**src/source/sdram_pkg.sv**
```systemverilog
package sdram_pkg;

  ////////////////////////////////////////////////////////////////////////////
  // field widths
  ////////////////////////////////////////////////////////////////////////////

  localparam int row_w       = 13;                  // device row address
  localparam int col_w       = 9;                   // device column address
  localparam int bank_w      = 2;                   // four internal banks
  localparam int data_w      = 16;                  // one x16 device
  localparam int host_addr_w = 24;                  // host word address
  localparam int wait_cnt_w  = 14;                  // wide enough for the 100 us wait

  // host address split
  // row is addr[23:11], column is addr[10:2], bank is addr[1:0]
  // banks sit in the low bits so consecutive words spread over all banks
  localparam int col_lsb = bank_w;                  // column starts above the bank bits
  localparam int row_lsb = bank_w + col_w;          // row starts above the column bits
  localparam int ap_bit  = 10;                      // A10, auto-precharge / all banks

  ////////////////////////////////////////////////////////////////////////////
  // timing, in clk cycles at 25 MHz
  ////////////////////////////////////////////////////////////////////////////

  // every count is at least one, the wait timer treats zero as idle
  localparam logic [wait_cnt_w-1:0] init_wait_cycles = 14'd2500; // 100 us with cke low
  localparam logic [wait_cnt_w-1:0] trp_cycles       = 14'd1;    // precharge period
  localparam logic [wait_cnt_w-1:0] trfc_cycles      = 14'd2;    // auto-refresh period
  localparam logic [wait_cnt_w-1:0] trcd_cycles      = 14'd1;    // activate to column cmd
  localparam logic [wait_cnt_w-1:0] tmrd_cycles      = 14'd2;    // mode register set
  localparam logic [wait_cnt_w-1:0] cas_latency      = 14'd2;    // read latency, also in mode

  ////////////////////////////////////////////////////////////////////////////
  // command encodings
  ////////////////////////////////////////////////////////////////////////////

  // {ras_n, cas_n, we_n} with cs_n tied low on the board
  typedef enum logic [2:0] {
    op_load_mode = 3'b000,                          // mode word on addr
    op_refresh   = 3'b001,                          // auto-refresh while cke is high
    op_precharge = 3'b010,                          // A10 high closes all banks
    op_write     = 3'b100,                          // column cmd, data on dq same cycle
    op_read      = 3'b101,                          // column cmd, data after cas latency
    op_active    = 3'b011,                          // opens a row in bank ba
    op_nop       = 3'b111                           // no operation
  } sdram_op_e;

  // A10 only, used by the power-up precharge
  localparam logic [row_w-1:0] all_banks_addr = 13'h0400;

  // mode register
  // burst length 1, sequential, cas latency in 6:4, standard operation,
  // single location write burst in bit 9
  localparam logic [row_w-1:0] mode_word = {
    3'b000,                                         // reserved
    1'b1,                                           // write burst mode single
    2'b00,                                          // operating mode standard
    cas_latency[2:0],                               // cas latency
    1'b0,                                           // sequential burst
    3'b000                                          // burst length 1
  };

  ////////////////////////////////////////////////////////////////////////////
  // structs
  ////////////////////////////////////////////////////////////////////////////

  // all control pins for one cycle, 19 bits
  typedef struct packed {
    logic                  cke;                     // clock enable
    sdram_op_e             op;                      // ras/cas/we
    logic [bank_w-1:0]     ba;                      // bank select
    logic [row_w-1:0]      addr;                    // row, column or mode word
  } sdram_cmd_t;

  // one pending host access, 41 bits
  typedef struct packed {
    logic                  we;                      // 1 for write
    logic [host_addr_w-1:0] addr;                   // word address
    logic [data_w-1:0]     wdata;                   // write data
  } host_req_t;

endpackage

```
**src/source/sdram_cmd_fsm.sv**
```systemverilog
`timescale 1ns/1ps

// command sequencer
// power-up, then single word accesses with auto-precharge and refresh
// every command state loads the wait timer and parks in st_wait
module sdram_cmd_fsm
  import sdram_pkg::*;
(
  input  logic                  clk,
  input  logic                  reset,
  input  logic                  req_valid,          // host access pending
  input  host_req_t             req,                // held until req_done
  input  logic                  refresh_req,        // level, wins over host access
  input  logic                  wait_done,          // last cycle of current wait
  output logic                  load,               // start the wait timer
  output logic [wait_cnt_w-1:0] load_value,         // wait length
  output sdram_cmd_t            sdram_cmd,          // control pins
  output logic                  dq_oe,              // drive dq
  output logic                  req_done            // access finished, one cycle
);

  typedef enum logic [3:0] {
    st_reset_wait,                                  // cke low for 100 us
    st_init_precharge,                              // precharge all banks
    st_init_refresh1,                               // first power-up refresh
    st_init_refresh2,                               // second power-up refresh
    st_init_load_mode,                              // program the mode register
    st_idle,                                        // wait for refresh or host
    st_activate,                                    // open row
    st_read,                                        // read with auto-precharge
    st_capture,                                     // read word on dq_in
    st_write,                                       // write with auto-precharge
    st_refresh,                                     // refresh on demand
    st_wait                                         // shared wait, exits to ret_q
  } state_e;

  state_e state_q, state_d;
  state_e ret_q, ret_d;                             // where st_wait goes next
  logic   wr_done_q, wr_done_d;                     // write ack owed on return to idle

  logic [row_w-1:0]  row;                           // host address split
  logic [col_w-1:0]  col;
  logic [bank_w-1:0] bank;
  logic [row_w-1:0]  col_addr;                      // column phase address with A10

  assign row  = req.addr[row_lsb +: row_w];         // addr[23:11]
  assign col  = req.addr[col_lsb +: col_w];         // addr[10:2]
  assign bank = req.addr[bank_w-1:0];               // addr[1:0]

  always_comb
  begin
    col_addr = '0;
    col_addr[col_w-1:0] = col;                      // column on addr[8:0]
    col_addr[ap_bit] = 1'b1;                        // auto-precharge after the access
  end

  ////////////////////////////////////////////////////////////////////////////
  // next state and pin decode
  ////////////////////////////////////////////////////////////////////////////

  always_comb
  begin
    state_d        = state_q;                       // defaults, hold and nop
    ret_d          = ret_q;
    wr_done_d      = wr_done_q;
    load           = 1'b0;
    load_value     = '0;
    dq_oe          = 1'b0;
    req_done       = 1'b0;
    sdram_cmd.cke  = 1'b1;
    sdram_cmd.op   = op_nop;
    sdram_cmd.ba   = '0;
    sdram_cmd.addr = '0;

    case (state_q)
      st_reset_wait:
      begin
        sdram_cmd.cke = 1'b0;                       // device clock stays gated
        load_value = init_wait_cycles;
        load = 1'b1;
        ret_d = st_init_precharge;
        state_d = st_wait;
      end
      st_init_precharge:
      begin
        sdram_cmd.op = op_precharge;
        sdram_cmd.addr = all_banks_addr;            // A10 high, all banks
        load_value = trp_cycles;
        load = 1'b1;
        ret_d = st_init_refresh1;
        state_d = st_wait;
      end
      st_init_refresh1:
      begin
        sdram_cmd.op = op_refresh;
        load_value = trfc_cycles;
        load = 1'b1;
        ret_d = st_init_refresh2;
        state_d = st_wait;
      end
      st_init_refresh2:
      begin
        sdram_cmd.op = op_refresh;
        load_value = trfc_cycles;
        load = 1'b1;
        ret_d = st_init_load_mode;
        state_d = st_wait;
      end
      st_init_load_mode:
      begin
        sdram_cmd.op = op_load_mode;
        sdram_cmd.addr = mode_word;                 // bl1, cl2, single write
        load_value = tmrd_cycles;
        load = 1'b1;
        ret_d = st_idle;
        state_d = st_wait;
      end
      st_idle:
      begin
        // a finished write is acked here, req_valid is still high this cycle
        if (wr_done_q)
        begin
          req_done = 1'b1;
          wr_done_d = 1'b0;
        end
        if (refresh_req)
          state_d = st_refresh;                     // refresh first
        else if (req_valid && !wr_done_q)
          state_d = st_activate;
      end
      st_activate:
      begin
        sdram_cmd.op = op_active;
        sdram_cmd.ba = bank;
        sdram_cmd.addr = row;
        load_value = trcd_cycles;
        load = 1'b1;
        ret_d = req.we ? st_write : st_read;
        state_d = st_wait;
      end
      st_read:
      begin
        sdram_cmd.op = op_read;
        sdram_cmd.ba = bank;
        sdram_cmd.addr = col_addr;
        load_value = cas_latency;                   // word shows up in st_capture
        load = 1'b1;
        ret_d = st_capture;
        state_d = st_wait;
      end
      st_capture:
      begin
        req_done = 1'b1;                            // port takes dq_in this cycle
        load_value = trp_cycles;                    // auto-precharge still running
        load = 1'b1;
        ret_d = st_idle;
        state_d = st_wait;
      end
      st_write:
      begin
        sdram_cmd.op = op_write;
        sdram_cmd.ba = bank;
        sdram_cmd.addr = col_addr;
        dq_oe = 1'b1;                               // only cycle that drives dq
        wr_done_d = 1'b1;
        load_value = trp_cycles;                    // write recovery plus precharge
        load = 1'b1;
        ret_d = st_idle;
        state_d = st_wait;
      end
      st_refresh:
      begin
        sdram_cmd.op = op_refresh;
        load_value = trfc_cycles;
        load = 1'b1;
        ret_d = st_idle;
        state_d = st_wait;
      end
      st_wait:
      begin
        if (ret_q == st_init_precharge)
          sdram_cmd.cke = 1'b0;                     // still inside the 100 us
        if (wait_done)
          state_d = ret_q;
      end
      default:
      begin
        state_d = st_reset_wait;
      end
    endcase
  end

  always_ff @(posedge clk)
  begin
    if (reset)
    begin
      state_q   <= st_reset_wait;                   // restart power-up
      ret_q     <= st_reset_wait;
      wr_done_q <= 1'b0;
    end
    else
    begin
      state_q   <= state_d;
      ret_q     <= ret_d;
      wr_done_q <= wr_done_d;
    end
  end

endmodule

```
**src/source/sdram_ctrl_top.sv**
```systemverilog
`timescale 1ns/1ps

// sdram controller for one x16 sdr device
// cs_n and the byte masks are tied on the board, the dq pad buffer
// sits in the board top around dq_out, dq_oe and dq_in
module sdram_ctrl_top
  import sdram_pkg::*;
(
  input  logic                   clk,
  input  logic                   reset,
  input  logic                   wb_cyc,
  input  logic                   wb_stb,
  input  logic                   wb_we,
  input  logic [host_addr_w-1:0] wb_adr,
  input  logic [data_w-1:0]      wb_dat_w,
  output logic [data_w-1:0]      wb_dat_r,
  output logic                   wb_ack,
  input  logic                   refresh_req,       // level, served when idle
  output sdram_cmd_t             sdram_cmd,         // cke, ras/cas/we, ba, addr
  output logic [data_w-1:0]      dq_out,
  output logic                   dq_oe,
  input  logic [data_w-1:0]      dq_in
);

  logic                  req_valid;                 // port to sequencer
  host_req_t             req;
  logic                  req_done;                  // sequencer to port
  logic                  load;                      // sequencer to timer
  logic [wait_cnt_w-1:0] load_value;
  logic                  wait_done;                 // timer to sequencer

  assign dq_out = req.wdata;                        // held by the master until ack

  sdram_wb_port wb_port_inst (
    .clk        (clk),
    .reset      (reset),
    .wb_cyc     (wb_cyc),
    .wb_stb     (wb_stb),
    .wb_we      (wb_we),
    .wb_adr     (wb_adr),
    .wb_dat_w   (wb_dat_w),
    .wb_dat_r   (wb_dat_r),
    .wb_ack     (wb_ack),
    .req_valid  (req_valid),
    .req        (req),
    .req_done   (req_done),
    .dq_in      (dq_in)
  );

  sdram_cmd_fsm cmd_fsm_inst (
    .clk         (clk),
    .reset       (reset),
    .req_valid   (req_valid),
    .req         (req),
    .refresh_req (refresh_req),
    .wait_done   (wait_done),
    .load        (load),
    .load_value  (load_value),
    .sdram_cmd   (sdram_cmd),
    .dq_oe       (dq_oe),
    .req_done    (req_done)
  );

  sdram_wait_timer wait_timer_inst (
    .clk        (clk),
    .reset      (reset),
    .load       (load),
    .load_value (load_value),
    .wait_done  (wait_done)
  );

endmodule

```
**src/source/sdram_wait_timer.sv**
```systemverilog
`timescale 1ns/1ps

// down counter shared by every wait of the sequencer
// a load of n raises wait_done in the nth cycle after the load, for one cycle
module sdram_wait_timer
  import sdram_pkg::*;
(
  input  logic                  clk,
  input  logic                  reset,
  input  logic                  load,               // start a new wait
  input  logic [wait_cnt_w-1:0] load_value,         // length of the wait in cycles
  output logic                  wait_done           // last cycle of the wait
);

  logic [wait_cnt_w-1:0] count_q;                   // cycles left, zero when idle

  always_ff @(posedge clk)
  begin
    if (reset)
    begin
      count_q <= '0;                                // nothing running after reset
    end
    else if (load)
    begin
      count_q <= load_value;                        // first wait cycle sees n
    end
    else if (count_q != '0)
    begin
      count_q <= count_q - 1'b1;                    // count down to one, then rest
    end
  end

  // count reads one in the final cycle of the wait
  assign wait_done = (count_q == wait_cnt_w'(1));

endmodule

```
**src/source/sdram_wb_port.sv**
```systemverilog
`timescale 1ns/1ps

// wishbone classic slave
// the master holds the request until ack, so the request is packed straight
// from the bus and only the ack and the read word are registered
module sdram_wb_port
  import sdram_pkg::*;
(
  input  logic                   clk,
  input  logic                   reset,
  input  logic                   wb_cyc,            // bus cycle active
  input  logic                   wb_stb,            // transfer strobe
  input  logic                   wb_we,             // 1 for write
  input  logic [host_addr_w-1:0] wb_adr,            // word address
  input  logic [data_w-1:0]      wb_dat_w,          // write data
  output logic [data_w-1:0]      wb_dat_r,          // read data, valid with ack
  output logic                   wb_ack,            // one cycle per transfer
  output logic                   req_valid,         // to sequencer
  output host_req_t              req,               // pending access
  input  logic                   req_done,          // access finished
  input  logic [data_w-1:0]      dq_in              // read word from the pins
);

  ////////////////////////////////////////////////////////////////////////////
  // request towards the sequencer
  ////////////////////////////////////////////////////////////////////////////

  // pending while strobed and not yet acknowledged
  assign req_valid = wb_cyc & wb_stb & ~wb_ack;

  always_comb
  begin
    req.we    = wb_we;
    req.addr  = wb_adr;
    req.wdata = wb_dat_w;                           // also drives dq_out at the top
  end

  ////////////////////////////////////////////////////////////////////////////
  // acknowledge and read data
  ////////////////////////////////////////////////////////////////////////////

  always_ff @(posedge clk)
  begin
    if (reset)
    begin
      wb_ack <= 1'b0;
    end
    else
    begin
      wb_ack <= req_done;                           // one cycle after req_done
    end
  end

  // read word held until the next read completes
  always_ff @(posedge clk)
  begin
    if (req_done && !wb_we)
    begin
      wb_dat_r <= dq_in;
    end
  end

endmodule

```
**config.mk**
```make
export PLATFORM = sky130hd
export DESIGN_NAME = sdram_ctrl_top
export DESIGN_NICKNAME = d
export VERILOG_FILES = /design/src/source/sdram_pkg.sv /design/src/source/sdram_cmd_fsm.sv /design/src/source/sdram_ctrl_top.sv /design/src/source/sdram_wait_timer.sv /design/src/source/sdram_wb_port.sv
export SDC_FILE = /design/constraint.sdc
export NUM_CORES = 1
export LEC_CHECK = 0
export BUFFER_PORTS_ARGS = -buffer_cell sky130_fd_sc_hd__buf_2
export CAP_MARGIN = 20
export CORE_ASPECT_RATIO = 0.8
export CORE_MARGIN = 4
export CORE_UTILIZATION = 46
export DETAILED_ROUTE_END_ITERATION = 8
export GPL_TIMING_DRIVEN = 0
export PLACE_DENSITY = 0.81
export SLEW_MARGIN = 20
export SYNTH_ARGS = -nofsm -noshare
export SYNTH_HDL_FRONTEND = slang
export SYNTH_SLANG_ARGS = --single-unit
```
**constraint.sdc**
```tcl
create_clock -name clk -period 4 [get_ports clk]
set_input_delay 0.4 -clock clk [delete_from_list [all_inputs] [get_ports clk]]
set_output_delay 0.4 -clock clk [all_outputs]
set_load 0.01 [all_outputs]
```
==> out/results.tsv <==
metric	value	unit
layout_min_cycle_time	2.624	ns
cts_hold_buffers	0	
numCtsBuffers	5	
via_per_inst	5.451	
dieArea	5999	um^2
worstSetupPathType	flip-flop to output pin	
slew_violations	0	
initial_core_util	47.92	%
placementRows	22	
final_common_cell	buf_2	
final.period_utilization	65.60	%
dp_hpwl	4671	um
grt_overflow	0	
power.internal	0.6722	mW
grt_start_max_net_pins	17	
ant_nets	0	
netlist.area_leader.share	21.68	%
status	finished clean	
core_area	4624	um^2
crit_required	3.60	ns
clockBufferDepth	2	
slew_headroom	48.75	%
syn_inst	246	
setup_viol	0	
drive_above_1_share	36.93	%
synth.distinct_cells	49	
grt_usage	19.51	%
rsz0062_at_grt	no	
post_cts_resized	0	
insertion_delay	0.29	ns
startpoint_type	flip-flop	
drc	0	
clk_pin_slew	0.08	ns
drv_cap	0	
nets	415	
syn_to_final_growth	29.47	%
htreeDepth	2	
async_reset_ff_share	0	%
clock_power_share	27.2	%
final_cell_mix	100 x buf_2, 24 x dfxtp_1, 23 x nor2_1	
worstPathMaxFanout	10	
gp_congestion	0.8506	
routed.top_layer	met4	
synth_edf_count	16	
synth_area	2216	um^2
ff2ff_setup_slack	1.71	ns
hold_class	input pin to flip-flop	
routed_wl	5956	um
drt_iter0_markers	197	
arrival	2.22	ns
p_seq_share	48.0	%
root_buffer	clkbuf_8	
worst_slew_pin_slew	0.7679	ns
dr.pass1.iters	4	
antenna_found_initial	0	
ir_drop	184.0	uV
io_pins	115	
powerDensity	333.6	nW/um^2
setup_ws	1.376	ns
final_core_util	62.04	%
yosysSeqAreaShare	43.37	%
syn_avg_cell_area	9.008	um^2
route.met2.wl	2610	um
finClkSkew	0.006329	ns
syn_nets	310	
num_vias	2246	
end_kind	output pin	
antenna_cells	0	
max_freq	381.1	MHz
cts_tree	yes	
yosysWarningCount	0	
die_h	70.08	um
swShare	29.76	%
grt_pass1_vias	2105	
dp_slack	1.737	ns
post_cts_buffers	0	
die_x	85.60	um
synth.area.top_cells	dfxtp_1 22%, edfxtp_1 22%, buf_4 5.4%	
pwr-share-comb	24.9	%
synth-main-ff-cell	dfxtp_1	
ys_seq_elements	40	
p_leak	1.310	nW
io_buffers	98	
grt_pass1_wl	9639	um
yosys.area.top_type	dfxtp_1	
switchingPower	0.2849	mW
wl_met1	2646	um
hold_viol	0	
cts_sinks	40	
finalSetupTns	0	ns
wl_met3	666	um
drt-wirelength-per-cell	14.46	um
path summary, 6_finish.rpt:
path                                start                         to  cells past startpoint
hold reg to reg     cmd_fsm_inst.ret_q[1]      cmd_fsm_inst.ret_q[1]                      2
setup reg to reg  cmd_fsm_inst.state_q[0]  wb_port_inst.wb_dat_r[11]                      6
setup / recovery  cmd_fsm_inst.state_q[3]               sdram_cmd[6]                      7
hold / removal                  dq_in[14]  wb_port_inst.wb_dat_r[14]                      1
metrics by stage:
stage,hold WS (ns),instance area [um^2],std cells,power (mW)
after global placement,0.4655,2781,404,0.6962
after CTS,0.2717,2869,412,0.9639
after floorplan,0.4451,2216,246,0.6261
final,0.2785,2869,412,0.9571
after global routing,0.2614,2869,412,1.011
after detailed placement,0.4775,2784,404,0.7029
power by group through the flow:
stage / clock (mW) / combinational, mW / sequential [mW]
finish: 0.260 / 0.238 / 0.459
global route: 0.283 / 0.266 / 0.462
CTS: 0.268 / 0.237 / 0.459
detailed placement: 0 / 0.235 / 0.468
global placement: 0 / 0.229 / 0.467
floorplan: 0 / 0.160 / 0.467
cell families after synthesis:
logic type               synth area share, %
buffers and inverters                  8.922
AND/OR/NAND/NOR                        21.12
adder cells (fa/ha/maj)                1.129
AO/OA/AOI/OAI                          21.68
XOR/XNOR                               1.977
multiplexers                           1.807
flip-flops                             43.37
layout make-up:
cell class                      instances  area [um^2]
Clock inverter                          2        12.51
Tap cell                               60        75.07
Inverter                                7        26.28
Sequential cell                        40        960.9
Clock buffer                            6        72.57
Buffer                                 29        171.4
Timing Repair Buffer                   98        490.5
Multi-Input combinational cell        170         1060
Fill cell                             404         1755
layer usage:
metal	up-vias	track usage, %
met1	1031	26.85
met4	0	4.921
met5	-	0
li1	1089	-
met3	8	5.542
met2	118	30.00
worst max-delay path, cell delays in order (launching register included):
cell and delay (ns):
dfxtp_1 0.31, clkbuf_1 0.32, nand2b_1 0.16, clkbuf_1 0.30
nor2_1 0.19, o21a_1 0.31, a22o_1 0.21, buf_2 0.14
synthesized netlist by cell type, types with 3 or more instances:
library cell and n:
o31ai_1 3, edfxtp_1 16, mux2i_1 4, clkbuf_1 11, o21a_1 5, buf_4 16, or4_1 3, a21oi_1 18
nand3_1 3, o21ai_0 19, nor3_1 4, nand2b_1 6, xor2_1 3, nor2_1 24, nand2_1 19, a31oi_1 5
inv_1 7, dfxtp_1 24, o211ai_1 3, a22o_1 8, and2_1 3, nor2b_1 6
sequential cells by signal, summed over array words and instances, names as in the netlist:
register	cells
wb_port_inst.wb_ack	1
cmd_fsm_inst.state_q	4
wb_port_inst.wb_dat_r	16
cmd_fsm_inst.ret_q	4
wait_timer_inst.count_q	14
cmd_fsm_inst.wr_done_q	1
Power figures use the tool's default switching activity.
